$ cat config.mk
export PLATFORM = sky130hd
export DESIGN_NAME = aluCluster
export DESIGN_NICKNAME = d
export VERILOG_FILES = /design/src/logic/aluClusterPkg.sv /design/src/logic/aluCluster.sv /design/src/logic/aluLane.sv /design/src/logic/barrelShifter.sv /design/src/logic/cla16.sv /design/src/logic/flagCollector.sv /design/src/logic/issueDecoder.sv
export SDC_FILE = /design/constraint.sdc
export NUM_CORES = 1
export LEC_CHECK = 0
export BUFFER_PORTS_ARGS = -buffer_cell sky130_fd_sc_hd__buf_2
export CAP_MARGIN = 15
export CORE_MARGIN = 1.5
export CORE_UTILIZATION = 45
export CTS_BUF_LIST = sky130_fd_sc_hd__clkbuf_16
export CTS_CLUSTER_SIZE = 24
export DETAILED_ROUTE_END_ITERATION = 16
export PLACE_DENSITY = 0.73
export SYNTH_ARGS = -nofsm -noshare
export SYNTH_HDL_FRONTEND = slang
export SYNTH_SLANG_ARGS = --single-unit
$ cat constraint.sdc
create_clock -name clk -period 9.1 [get_ports clk]
set_input_delay 1.82 -clock clk [delete_from_list [all_inputs] [get_ports clk]]
set_output_delay 1.82 -clock clk [all_outputs]
set_load 0.01 [all_outputs]
$ cat src/logic/aluClusterPkg.sv
`default_nettype none

package aluClusterPkg;

	localparam int DATA_WIDTH = 16;

	// operation codes of the reference ALU
	typedef enum logic [3:0] {
		ADD  = 4'b0000,
		SUB  = 4'b0001,
		ROL  = 4'b0010,
		ROR  = 4'b0011,
		SLL  = 4'b0100,
		SRL  = 4'b0101,
		BTR  = 4'b0110,
		XOR  = 4'b0111,
		SEQ  = 4'b1000,
		SLT  = 4'b1001,
		SLE  = 4'b1010,
		SCO  = 4'b1011,
		SLBI = 4'b1100,
		ANDN = 4'b1101,
		LBI  = 4'b1110
	} aluOp;

	// the one code the reference leaves undefined
	localparam logic [3:0] OP_ILLEGAL = 4'b1111;

	// register format, both operands come from the host
	typedef struct packed {
		logic        isImm;
		aluOp        op;
		logic        signedOp;
		logic [9:0]  reserved;
	} rFormWord;

	// immediate format, imm replaces operand B on every lane
	typedef struct packed {
		logic        isImm;
		aluOp        op;
		logic [10:0] imm;
	} iFormWord;

	typedef union packed {
		rFormWord rForm;
		iFormWord iForm;
	} instrWord;

	typedef struct packed {
		aluOp op;
		logic invA;
		logic invB;
		logic cIn;
		logic signedOp;
	} aluCtrl;

	typedef struct packed {
		logic [DATA_WIDTH-1:0] inA;
		logic [DATA_WIDTH-1:0] inB;
	} operandPair;

	typedef struct packed {
		logic [DATA_WIDTH-1:0] value;
		logic                  zero;
		logic                  ofl;
	} laneResult;

endpackage

`default_nettype wire

$ cat src/logic/aluCluster.sv
`timescale 1ns/1ns
`default_nettype none

module aluCluster #(
	parameter int NUM_LANES = 4
) (
	input  logic                                               clk,
	input  logic                                               reset,
	input  logic                                               inValid,
	input  aluClusterPkg::instrWord                            instr,
	input  aluClusterPkg::operandPair [NUM_LANES-1:0]          operands,
	output logic                                               outValid,
	output logic [NUM_LANES-1:0][aluClusterPkg::DATA_WIDTH-1:0] results,
	output logic [NUM_LANES-1:0]                               zeroMask,
	output logic [NUM_LANES-1:0]                               oflMask,
	output logic                                               allZero,
	output logic                                               anyOfl,
	output logic                                               illegal
);

	logic                                      issueValid;
	logic                                      issueIllegal;
	aluClusterPkg::aluCtrl                     ctrl;
	aluClusterPkg::operandPair [NUM_LANES-1:0] laneOperands;
	logic [NUM_LANES-1:0]                      laneValid;
	aluClusterPkg::laneResult [NUM_LANES-1:0]  laneResults;

	issueDecoder #(.NUM_LANES(NUM_LANES)) u_issueDecoder (
		.clk          (clk),
		.reset        (reset),
		.inValid      (inValid),
		.instr        (instr),
		.operands     (operands),
		.issueValid   (issueValid),
		.ctrl         (ctrl),
		.laneOperands (laneOperands),
		.issueIllegal (issueIllegal)
	);

	// every lane sees the same controls
	generate
		for (genvar lane = 0; lane < NUM_LANES; lane++) begin : gLane
			aluLane u_aluLane (
				.clk        (clk),
				.reset      (reset),
				.issueValid (issueValid),
				.ctrl       (ctrl),
				.pair       (laneOperands[lane]),
				.laneValid  (laneValid[lane]),
				.result     (laneResults[lane])
			);
		end
	endgenerate

	flagCollector #(.NUM_LANES(NUM_LANES)) u_flagCollector (
		.clk          (clk),
		.reset        (reset),
		.laneValid    (laneValid),
		.laneResults  (laneResults),
		.issueIllegal (issueIllegal),
		.outValid     (outValid),
		.results      (results),
		.zeroMask     (zeroMask),
		.oflMask      (oflMask),
		.allZero      (allZero),
		.anyOfl       (anyOfl),
		.illegal      (illegal)
	);

endmodule

`default_nettype wire

$ cat src/logic/aluLane.sv
`timescale 1ns/1ns
`default_nettype none

module aluLane (
	input  logic                      clk,
	input  logic                      reset,
	input  logic                      issueValid,
	input  aluClusterPkg::aluCtrl     ctrl,
	input  aluClusterPkg::operandPair pair,
	output logic                      laneValid,
	output aluClusterPkg::laneResult  result
);

	logic [15:0] opA;
	logic [15:0] opB;
	logic [15:0] sum;
	logic [15:0] leftOut;
	logic [15:0] rightOut;
	logic [15:0] btrOut;
	logic        cOut;
	logic        sumZero;
	logic        sgnOvf;
	logic        arithOfl;
	logic        less;
	aluClusterPkg::laneResult resultNext;

	assign opA = ctrl.invA ? ~pair.inA : pair.inA;
	assign opB = ctrl.invB ? ~pair.inB : pair.inB;

	cla16 u_cla16 (
		.inA  (opA),
		.inB  (opB),
		.cIn  (ctrl.cIn),
		.sum  (sum),
		.cOut (cOut)
	);

	// one shifter per direction, low mode bit picks shift over rotate
	barrelShifter u_leftShifter (
		.value   (opA),
		.count   (opB[3:0]),
		.mode    ({1'b0, ctrl.op == aluClusterPkg::SLL}),
		.shifted (leftOut)
	);

	barrelShifter u_rightShifter (
		.value   (opA),
		.count   (opB[3:0]),
		.mode    ({1'b1, ctrl.op == aluClusterPkg::SRL}),
		.shifted (rightOut)
	);

	always_comb begin
		for (int b = 0; b < 16; b++) begin
			btrOut[b] = opA[15-b];
		end
	end

	assign sumZero = ~|sum;
	// same-sign inputs with a sum of the other sign
	assign sgnOvf = (opA[15] == opB[15]) & (sum[15] != opA[15]);
	assign arithOfl = ctrl.signedOp ? sgnOvf : cOut;
	// A minus B; unsigned less means a borrow, so no carry out
	assign less = ctrl.signedOp ? (sum[15] ^ sgnOvf) : ~cOut;

	always_comb begin
		resultNext.zero = sumZero;
		resultNext.ofl = 1'b0;
		case (ctrl.op)
			aluClusterPkg::ADD, aluClusterPkg::SUB: begin
				resultNext.value = sum;
				resultNext.ofl = arithOfl;
			end
			aluClusterPkg::ROL, aluClusterPkg::SLL: resultNext.value = leftOut;
			aluClusterPkg::ROR, aluClusterPkg::SRL: resultNext.value = rightOut;
			aluClusterPkg::BTR: resultNext.value = btrOut;
			aluClusterPkg::XOR: resultNext.value = opA ^ opB;
			aluClusterPkg::ANDN: resultNext.value = opA & ~opB;
			aluClusterPkg::SEQ: resultNext.value = {15'b0, sumZero};
			aluClusterPkg::SLT: begin
				resultNext.value = {15'b0, less};
				resultNext.ofl = arithOfl;
			end
			aluClusterPkg::SLE: begin
				resultNext.value = {15'b0, less | sumZero};
				resultNext.ofl = arithOfl;
			end
			aluClusterPkg::SCO: resultNext.value = {15'b0, cOut};
			aluClusterPkg::SLBI: resultNext.value = {opA[7:0], opB[7:0]};
			aluClusterPkg::LBI: resultNext.value = opB;
			default: resultNext.value = '0;
		endcase
	end

	always_ff @(posedge clk) begin
		if (reset) begin
			laneValid <= 1'b0;
		end else begin
			laneValid <= issueValid;
		end
	end

	always_ff @(posedge clk) begin
		if (issueValid) begin
			result <= resultNext;
		end
	end

endmodule

`default_nettype wire

$ cat src/logic/barrelShifter.sv
`timescale 1ns/1ns
`default_nettype none

module barrelShifter (
	input  logic [15:0] value,
	input  logic [3:0]  count,
	input  logic [1:0]  mode,
	output logic [15:0] shifted
);

	// mode 00 rotate left, 01 shift left, 10 rotate right, 11 logical shift right
	logic [15:0] stage [0:4];

	assign stage[0] = value;

	generate
		for (genvar s = 0; s < 4; s++) begin : gStage
			localparam int AMT = 1 << s;
			logic [15:0] moved;

			always_comb begin
				case (mode)
					2'b00: moved = {stage[s][15-AMT:0], stage[s][15:16-AMT]};
					2'b01: moved = {stage[s][15-AMT:0], {AMT{1'b0}}};
					2'b10: moved = {stage[s][AMT-1:0], stage[s][15:AMT]};
					default: moved = {{AMT{1'b0}}, stage[s][15:AMT]};
				endcase
			end

			// count bit s moves the word by 2**s
			assign stage[s+1] = count[s] ? moved : stage[s];
		end
	endgenerate

	assign shifted = stage[4];

endmodule

`default_nettype wire

$ cat src/logic/cla16.sv
`timescale 1ns/1ns
`default_nettype none

module cla16 (
	input  logic [15:0] inA,
	input  logic [15:0] inB,
	input  logic        cIn,
	output logic [15:0] sum,
	output logic        cOut
);

	logic [15:0] g;
	logic [15:0] p;
	logic [15:0] c;
	logic [3:0]  grpG;
	logic [3:0]  grpP;
	logic [4:0]  grpC;

	assign g = inA & inB;
	assign p = inA ^ inB;

	generate
		for (genvar grp = 0; grp < 4; grp++) begin : gGroup
			localparam int B = 4 * grp;

			// carries inside the group
			assign c[B]   = grpC[grp];
			assign c[B+1] = g[B] | (p[B] & grpC[grp]);
			assign c[B+2] = g[B+1] | (p[B+1] & g[B]) | (&p[B+1:B] & grpC[grp]);
			assign c[B+3] = g[B+2] | (p[B+2] & g[B+1]) | (&p[B+2:B+1] & g[B])
				| (&p[B+2:B] & grpC[grp]);

			// group generate and propagate for the second level
			assign grpG[grp] = g[B+3] | (p[B+3] & g[B+2]) | (&p[B+3:B+2] & g[B+1])
				| (&p[B+3:B+1] & g[B]);
			assign grpP[grp] = &p[B+3:B];
		end
	endgenerate

	assign grpC[0] = cIn;
	assign grpC[1] = grpG[0] | (grpP[0] & cIn);
	assign grpC[2] = grpG[1] | (grpP[1] & grpG[0]) | (&grpP[1:0] & cIn);
	assign grpC[3] = grpG[2] | (grpP[2] & grpG[1]) | (&grpP[2:1] & grpG[0])
		| (&grpP[2:0] & cIn);
	assign grpC[4] = grpG[3] | (grpP[3] & grpG[2]) | (&grpP[3:2] & grpG[1])
		| (&grpP[3:1] & grpG[0]) | (&grpP[3:0] & cIn);

	assign sum = p ^ c;
	assign cOut = grpC[4];

endmodule

`default_nettype wire

$ cat src/logic/flagCollector.sv
`timescale 1ns/1ns
`default_nettype none

module flagCollector #(
	parameter int NUM_LANES = 4
) (
	input  logic                                               clk,
	input  logic                                               reset,
	input  logic [NUM_LANES-1:0]                               laneValid,
	input  aluClusterPkg::laneResult [NUM_LANES-1:0]           laneResults,
	input  logic                                               issueIllegal,
	output logic                                               outValid,
	output logic [NUM_LANES-1:0][aluClusterPkg::DATA_WIDTH-1:0] results,
	output logic [NUM_LANES-1:0]                               zeroMask,
	output logic [NUM_LANES-1:0]                               oflMask,
	output logic                                               allZero,
	output logic                                               anyOfl,
	output logic                                               illegal
);

	logic illegalDly;

	// matches the lane register stage
	always_ff @(posedge clk) begin
		if (reset) begin
			illegalDly <= 1'b0;
		end else begin
			illegalDly <= issueIllegal;
		end
	end

	// lanes move in lockstep, so this is lane 0's strobe
	assign outValid = &laneValid;

	always_comb begin
		for (int i = 0; i < NUM_LANES; i++) begin
			results[i] = laneResults[i].value;
			zeroMask[i] = laneResults[i].zero;
			oflMask[i] = laneResults[i].ofl;
		end
	end

	assign allZero = &zeroMask;
	assign anyOfl = |oflMask;
	assign illegal = outValid & illegalDly;

endmodule

`default_nettype wire

$ cat src/logic/issueDecoder.sv
`timescale 1ns/1ns
`default_nettype none

module issueDecoder #(
	parameter int NUM_LANES = 4
) (
	input  logic                                        clk,
	input  logic                                        reset,
	input  logic                                        inValid,
	input  aluClusterPkg::instrWord                     instr,
	input  aluClusterPkg::operandPair [NUM_LANES-1:0]   operands,
	output logic                                        issueValid,
	output aluClusterPkg::aluCtrl                       ctrl,
	output aluClusterPkg::operandPair [NUM_LANES-1:0]   laneOperands,
	output logic                                        issueIllegal
);

	aluClusterPkg::aluOp                       opSel;
	aluClusterPkg::aluCtrl                     ctrlNext;
	aluClusterPkg::operandPair [NUM_LANES-1:0] operandsNext;
	logic [aluClusterPkg::DATA_WIDTH-1:0]      immExt;
	logic                                      isIllegal;

	assign immExt = {{(aluClusterPkg::DATA_WIDTH-11){instr.iForm.imm[10]}}, instr.iForm.imm};

	always_comb begin
		ctrlNext = '0;
		// isImm and op sit in the same bits for both views
		opSel = instr.rForm.op;
		if (instr.rForm.isImm) begin
			ctrlNext.signedOp = 1'b1;
		end else begin
			ctrlNext.signedOp = instr.rForm.signedOp;
		end
		isIllegal = (opSel == aluClusterPkg::OP_ILLEGAL);
		ctrlNext.op = opSel;
		case (opSel)
			// B minus A
			aluClusterPkg::SUB: begin
				ctrlNext.invA = 1'b1;
				ctrlNext.cIn = 1'b1;
			end
			// compares work on A minus B
			aluClusterPkg::SEQ, aluClusterPkg::SLT, aluClusterPkg::SLE: begin
				ctrlNext.invB = 1'b1;
				ctrlNext.cIn = 1'b1;
			end
			default: begin
			end
		endcase
		// illegal word turns into a load of zero
		if (isIllegal) begin
			ctrlNext.op = aluClusterPkg::LBI;
		end
	end

	always_comb begin
		for (int i = 0; i < NUM_LANES; i++) begin
			operandsNext[i] = operands[i];
			if (isIllegal) begin
				operandsNext[i].inB = '0;
			end else if (instr.iForm.isImm) begin
				operandsNext[i].inB = immExt;
			end
		end
	end

	always_ff @(posedge clk) begin
		if (reset) begin
			issueValid <= 1'b0;
			issueIllegal <= 1'b0;
		end else begin
			issueValid <= inValid;
			issueIllegal <= inValid & isIllegal;
		end
	end

	always_ff @(posedge clk) begin
		if (inValid) begin
			ctrl <= ctrlNext;
			laneOperands <= operandsNext;
		end
	end

endmodule

`default_nettype wire

==> results of run 1 <==
==> critical path: cells and delay by family (launching register included) <==
family | cells | cell delay, ns
AOI/OAI and AO/OA | 7 | 1.76
xor gates and xnor gates | 2 | 0.37
adders and majority gates | 2 | 0.91
buffers and inverters | 3 | 1.50
DFF | 1 | 0.34
and+or+nand+nor | 3 | 0.65
==> placed cells by master (no fill, tap or decap), types with 82 or more instances in the layout <==
cell type  Yosys  final
buf_2         38    221
nand2_1      195    193
a21oi_1      180    180
nor2_1       169    164
buf_4         12     82
mux2i_1      131    131
xnor2_1      112    112
ha_1         116    116
inv_1        108    109
o21ai_0      133    133
edfxtp_1     208    208
xor2_1        98     93
==> cell families (layout without fill, tap and decap cells) <==
logic type / count (synthesis) / after routing / synth area share (%)
compound gates: 763 / 763 / 23.8
simple gates: 608 / 608 / 13.4
buf+inv: 304 / 468 / 5.96
xor+xnor: 222 / 222 / 9.35
flops: 212 / 212 / 28.6
mux: 193 / 193 / 10.6
fa+ha+maj: 136 / 136 / 8.37
other cells: 0 / 1 / 0
==> synthesized netlist by cell type, types with 30 or more instances <==
cell type / instances
a211oi_1: 49
a21oi_1: 180
a221oi_1: 39
a22oi_1: 57
buf_2: 38
clkbuf_1: 116
edfxtp_1: 208
ha_1: 116
inv_1: 108
mux2_2: 33
mux2i_1: 131
nand2_1: 195
nand2b_1: 81
nand3_1: 30
nor2_1: 169
o211ai_1: 35
o21ai_0: 133
o22ai_1: 47
xnor2_1: 112
xor2_1: 98
==> path summary, 6_finish.rpt <==
kind                            slack, ns  depth (start not counted)                      endpoint
worst max-delay path                 3.37                         17  gLane[3].u_aluLane.result[2]
worst min-delay path                 0.44                          1    u_flagCollector.illegalDly
worst max register to register       3.37                         17  gLane[3].u_aluLane.result[2]
worst min register to register       0.44                          1    u_flagCollector.illegalDly
==> sequential cells by signal, indices dropped and copies added, names as in the netlist <==
signal	flops
u_issueDecoder.ctrl	8
u_flagCollector.illegalDly	1
u_issueDecoder.laneOperands	128
gLane.u_aluLane.result	72
gLane.u_aluLane.laneValid	1
u_issueDecoder.issueIllegal	1
u_issueDecoder.issueValid	1
==> metal layers <==
metal  wire length (um)  vias up
met3              10700      290
li1                   -     9472
met4               4360        0
met5                  0        -
met1              36900    10200
met2              37400     1470
==> metrics by stage <==
step / area [sq um] / hold WS (ns) / power [mW] / util, %
after floorplan: 22100 / 0.414 / 3.17 / -
after global placement: 23900 / 0.425 / 4.01 / 49.1
after detailed placement: 23900 / 0.429 / 4.02 / 49.1
after CTS: 24800 / 0.441 / 5.13 / 51.0
after global routing: 24800 / 0.460 / 5.45 / 51.0
final: 24800 / 0.442 / 5.21 / 51.0
==> final cells by class <==
| class | instances | area share, % |
|---|---|---|
| Multi-Input combinational cell | 1922 | 58.8 |
| Sequential cell | 212 | 25.5 |
| Timing Repair Buffer | 304 | 6.98 |
| Tap cell | 664 | 3.34 |
| Clock buffer | 27 | 2.72 |
| Inverter | 116 | 1.75 |
| Clock inverter | 21 | 0.917 |
| Antenna cell | 1 | 0.0101 |
==> power groups by stage <==
stage	combinational, mW	sequential (mW)	clock (mW)
after floorplan	1.87	1.30	0
after global placement	2.69	1.32	0
after detailed placement	2.70	1.32	0
after CTS	2.71	1.30	1.12
after global routing	2.98	1.31	1.16
final	2.80	1.31	1.10
==> impl_metrics.ini, run 1 <==
[outcome]
status = finished clean

[logic_synthesis]
synth_seq_area_share_pct = 28.6
ys_ff_latch = 212
synthesis.nets = 2721
synth_top_area_cell = edfxtp_1
syn_area_sq_um = 22100
synth-main-ff-cell = edfxtp_1
synth-async-reset-ratio_pct = 0
synth_warnings = 0
synthCells = 2438
synth-edff-count = 208
syn_avg_cell_area_sq_um = 9.07
ys_types = 90
synth.top_cell.area_share_pct = 28.2
synth.top_cells.by_area = edfxtp_1, ha_1, mux2i_1

[drt]
wl_per_cell_um = 27.3
drt_iter0_markers = 2939
drc = 0
antenna_left = 0
firstDrtPassIters = 6
vias = 21400
drt-vias-per-instance = 6.55
routed_wl_um = 89300

[sta]
setup_viol = 0
drv_slew = 0
rsz0062_at_grt = no
tightestPinTransition_ns = 1.14
max_slew_margin_pct = 23.8
timing.setup.tns_ns = 0
fin_crit_ns = 5.73
timing.final.crit_share_pct = 63.0
fmax_mhz = 175
hold_violations = 0
setup_slack_ns = 3.37
skew_ns = 0.0204

[finish]
nNetsFinal = 2865
layout-drive-gt1-share_pct = 18.4
n_fill_cell = 4579
stdcell_count = 3267
multiInputGateArea_sq_um = 14600
regArea_sq_um = 6330
area_growth_pct = 12.3

[clock_tree]
htree_levels = 1
ctsHoldBuffers = 0
cts_root_buf = clkbuf_16
clk_path_buf_depth = 3
cts_buffers = 26
clk_pin_slew_ns = 0.07
tritoncts = done
insertion_delay_ns = 0.58
clock_sinks = 212
cts_resized = 0
cts_setup_buffers = 0

[critical_path]
r2r-start = u_issueDecoder.ctrl[2]
required_ns = 9.56
crit_path_cell_trace = buf_4, xor2_2, buf_4, inv_1, ha_1, a21oi_1, a2111oi_4, o311ai_4, a31oi_1, o21bai_1, a21o_1, fa_1, xor2_1, nor4_1, nand4_1, nor4_1, a211o_1
crit_fanout = 47
end_kind = flip-flop
cp_data_arrival_time_ns = 6.19
max_stage_delay_ns = 0.69
criticalPathCategory = reg -> reg
crit_start = u_issueDecoder.ctrl[2]
start_kind = flip-flop
crit_path_top_delay_cell = buf_4

[pwr]
powerDensity_nw_per_um2 = 210
p_int_mw = 2.87
clockPowerShare_pct = 21.2
seqPwrFrac_pct = 25.1
combinationalPowerShare_pct = 53.8
switching_share_pct = 45.0
irDropWorstVdd_mv = 0.112
p_leak_nw = 10.0
switchingPower_mw = 2.34

[placement]
io_buffers = 222
place_congestion = 1.03
post-place-ws_ns = 3.53
dp_cells = 3218
dp.final_hpwl_um = 65800

[grt]
use_met1_pct = 47.7
grt_busiest_layer = met2
grt_first_pass_wirelength_um = 130000
grt_antenna_before_repair = 1
grt.total_usage_pct = 34.4
grt_use_met3_pct = 8.65
grt_max_degree = 79
grt_remaining_overflow = 0
first_global_vias = 20000
grtUsageMet2_pct = 50.3

[floorplan]
die_area_sq_um = 50500
initial_core_util_pct = 45.4
fp-row-count = 81
core-area_sq_um = 48700
dieHeight_um = 225
pin_count = 223
die_w_um = 225

[hold_path]
hold_path.class = reg -> reg
hp-start = u_issueDecoder.issueIllegal

[flow_run]
cap_violations = 0
No activity file was read; power rests on OpenSTA's default activity.
==> inputs of run 2 (changes only) <==
--- a/config.mk
+++ b/config.mk
@@ -5,6 +5,7 @@
 export SDC_FILE = /design/constraint.sdc
 export NUM_CORES = 1
 export LEC_CHECK = 0
+export ABC_AREA = 1
 export BUFFER_PORTS_ARGS = -buffer_cell sky130_fd_sc_hd__buf_2
 export CAP_MARGIN = 15
 export CORE_MARGIN = 1.5
@@ -12,7 +13,7 @@
 export CTS_BUF_LIST = sky130_fd_sc_hd__clkbuf_16
 export CTS_CLUSTER_SIZE = 24
 export DETAILED_ROUTE_END_ITERATION = 16
-export PLACE_DENSITY = 0.73
+export PLACE_DENSITY = 0.75
 export SYNTH_ARGS = -nofsm -noshare
 export SYNTH_HDL_FRONTEND = slang
 export SYNTH_SLANG_ARGS = --single-unit
==> constraint.sdc (replaced) <==
create_clock -name clk -period 5.2 [get_ports clk]
set_input_delay 1.04 -clock clk [delete_from_list [all_inputs] [get_ports clk]]
set_output_delay 1.04 -clock clk [all_outputs]
set_load 0.01 [all_outputs]
==> impl_metrics.ini, run 2 <==
[logic_synthesis]
syn_avg_cell_area_sq_um = 6.97
syn_area_sq_um = 21500
synthCells = 3090
synthesis.nets = 3373
ys_types = 56
synth-main-ff-cell = edfxtp_1
yosys.area_share.simple_pct = 28.3
synth_top_area_cell = edfxtp_1
synth.top_cell.area_share_pct = 29.0
synth-async-reset-ratio_pct = 0
synth-xor-area-share_pct = 6.66
synth-edff-count = 208
synth_top_family_by_area = simple AND/OR/NAND/NOR gates
synth.top_cells.by_area = edfxtp_1, nand2_1, ha_1
synth_common_cells = nand2_1, inv_1, nand3_1
synth_seq_area_share_pct = 29.4
muxShareOfSynthArea_pct = 0.697
ys_ff_latch = 212
synth_warnings = 0
synth.most_common_cell = nand2_1
synth_fa_ha_area_share_pct = 8.60
synth-compound-area-share_pct = 16.7

[drt]
antenna_left = 0
drt-vias-per-instance = 5.85
firstDrtPassIters = 7
routed_wl_um = 81900
drt_iter0_markers = 2863
drc = 0
wl_per_cell_um = 21.1
vias = 22700

[sta]
timing.setup.tns_ns = 0
timing.final.crit_share_pct = 91.9
tightestPinTransition_ns = 1.18
fmax_mhz = 209
drv_slew = 0
max_slew_margin_pct = 20.9
rsz0062_at_grt = no
skew_ns = 0.0268
hold_violations = 0
setup_viol = 0
fin_crit_ns = 4.78

[grt]
grt_remaining_overflow = 0
grt.total_usage_pct = 32.4
grt_antenna_before_repair = 1
grt_max_degree = 80
first_global_vias = 20800
grt_first_pass_wirelength_um = 123000

[clock_tree]
tritoncts = done
clk_pin_slew_ns = 0.07
clock_sinks = 212
insertion_delay_ns = 0.58
ctsHoldBuffers = 0
clk_path_buf_depth = 3
cts_root_buf = clkbuf_16
htree_levels = 1
cts_buffers = 24

[finish]
largest_register_ffs = 128
layout-drive-gt1-share_pct = 12.1
final_cell_mix = nand2_1, inv_1, nand3_1
area_growth_pct = 12.3
final_util_pct = 51.6
regArea_sq_um = 6330
stdcell_count = 3880
multiInputGateArea_sq_um = 13200
design_area_sq_um = 24200
reg_top3 = u_issueDecoder.laneOperands x128, gLane.u_aluLane.result x72, u_issueDecoder.ctrl x8
num_antenna_cells = 0
top_register = u_issueDecoder.laneOperands
nNetsFinal = 3538
mostFrequentLayoutCell = nand2_1
n_fill_cell = 4739

[pwr]
irDropWorstVdd_mv = 0.177
p_int_mw = 4.54
p_leak_nw = 11.6
powerDensity_nw_per_um2 = 347
switching_share_pct = 46.0
switchingPower_mw = 3.87
seqPwrFrac_pct = 26.5
clockPowerShare_pct = 21.2
combinationalPowerShare_pct = 52.3

[placement]
dp_cells = 3836
dp.final_hpwl_um = 62300
io_buffers = 222
place_congestion = 1.07
place_area_sq_um = 23400

[critical_path]
required_ns = 5.62
start_kind = flip-flop
crit_path_top_delay_cell = fa_1
criticalPathCategory = reg -> reg
end_kind = flip-flop
path_common_cell = nand2_1
cp_data_arrival_time_ns = 5.20
crit_fanout = 30
max_stage_delay_ns = 0.49

[floorplan]
core-area_sq_um = 46900
dieHeight_um = 222
die_w_um = 222
fp-row-count = 79
initial_core_util_pct = 46.0
pin_count = 223
die_area_sq_um = 49200

[hold_path]
hold_path.class = reg -> reg

[outcome]
status = finished clean

[flow_run]
cap_violations = 0
-- run 2: changes by cell type after synthesis, sizes merged, moves of 29 or more --
cell    change
nand3     +235
nand2b     -81
mux2i     -116
o21ai     +111
nor2       -65
inv       +233
xor2       -67
mux4       -29
a21oi      -82
mux2       -33
nand2     +811
a211oi     -36
-- run 2: power by group through the flow --
stage / clock (mW) / sequential [mW] / combinational (mW)
2_1_floorplan: 0 / 2.26 / 2.91
3_3_place_gp: 0 / 2.26 / 4.23
3_5_place_dp: 0 / 2.26 / 4.22
4_1_cts: 1.81 / 2.23 / 4.23
5_1_grt: 1.88 / 2.24 / 4.80
6_report: 1.78 / 2.23 / 4.40
-- run 2: layout make-up --
| cell class | count | area share [%] |
|---|---|---|
| sequential | 212 | 26.2 |
| multi-input combinational | 2358 | 54.5 |
| clock buffer | 25 | 2.59 |
| inverter | 354 | 5.49 |
| timing repair buffer | 305 | 7.35 |
| clock inverter | 19 | 0.807 |
| tap | 607 | 3.14 |
-- run 2: worst paths after layout --
path / start / cells after the start / slack [ns] / endpoint
setup / recovery: u_issueDecoder.ctrl[3] / 25 / 0.42 / gLane[3].u_aluLane.result[2]
hold / removal: u_issueDecoder.issueIllegal / 2 / 0.41 / u_flagCollector.illegalDly
setup reg to reg: u_issueDecoder.ctrl[3] / 25 / 0.42 / gLane[3].u_aluLane.result[2]
hold reg to reg: u_issueDecoder.issueIllegal / 2 / 0.41 / u_flagCollector.illegalDly
-- run 2: layer usage --
layer	vias to the layer above	GRT usage (%)	share of wire (%)
li1	10700	-	-
met1	10100	44.1	41
met2	1518	47.9	41
met3	286	8.49	13
met4	2	15.3	5.4
met5	-	0	0.023
-- run 2: logic make-up after synthesis --
logic type	after synthesis
AO/OA/AOI/OAI	590
multiplexers	15
adder cells (fa/ha/maj)	136
AND/OR/NAND/NOR	1469
buffers and inverters	520
XOR/XNOR	148
flip-flops	212
-- run 2: worst max-delay path, delay by kind of cell (launching register included) --
kind / cells / cell delay, ns
AND/OR/NAND/NOR: 18 / 2.04
adder cells (fa/ha/maj): 2 / 0.84
XOR/XNOR: 1 / 0.41
flip-flops: 1 / 0.43
buffers and inverters: 3 / 0.55
AO/OA/AOI/OAI: 1 / 0.32
-- run 2: repair_timing --
| action | 4_1_cts | 5_1_grt |
|---|---|---|
| buffers inserted | 0 | 0 |
| endpoints found under the hold margin | 0 | 0 |
| endpoints found under the setup margin | 0 | 1 |
| resized for setup | 0 | 1 |
-- run 2: metrics by stage --
step / power, mW / hold slack, ns / setup WS (ns)
6_report: 8.41 / 0.408 / 0.420
5_1_grt: 8.92 / 0.447 / 0.0398
4_1_cts: 8.27 / 0.414 / 0.493
3_5_place_dp: 6.48 / 0.401 / 0.528
3_3_place_gp: 6.49 / 0.393 / 0.678
2_1_floorplan: 5.16 / 0.388 / 0.587
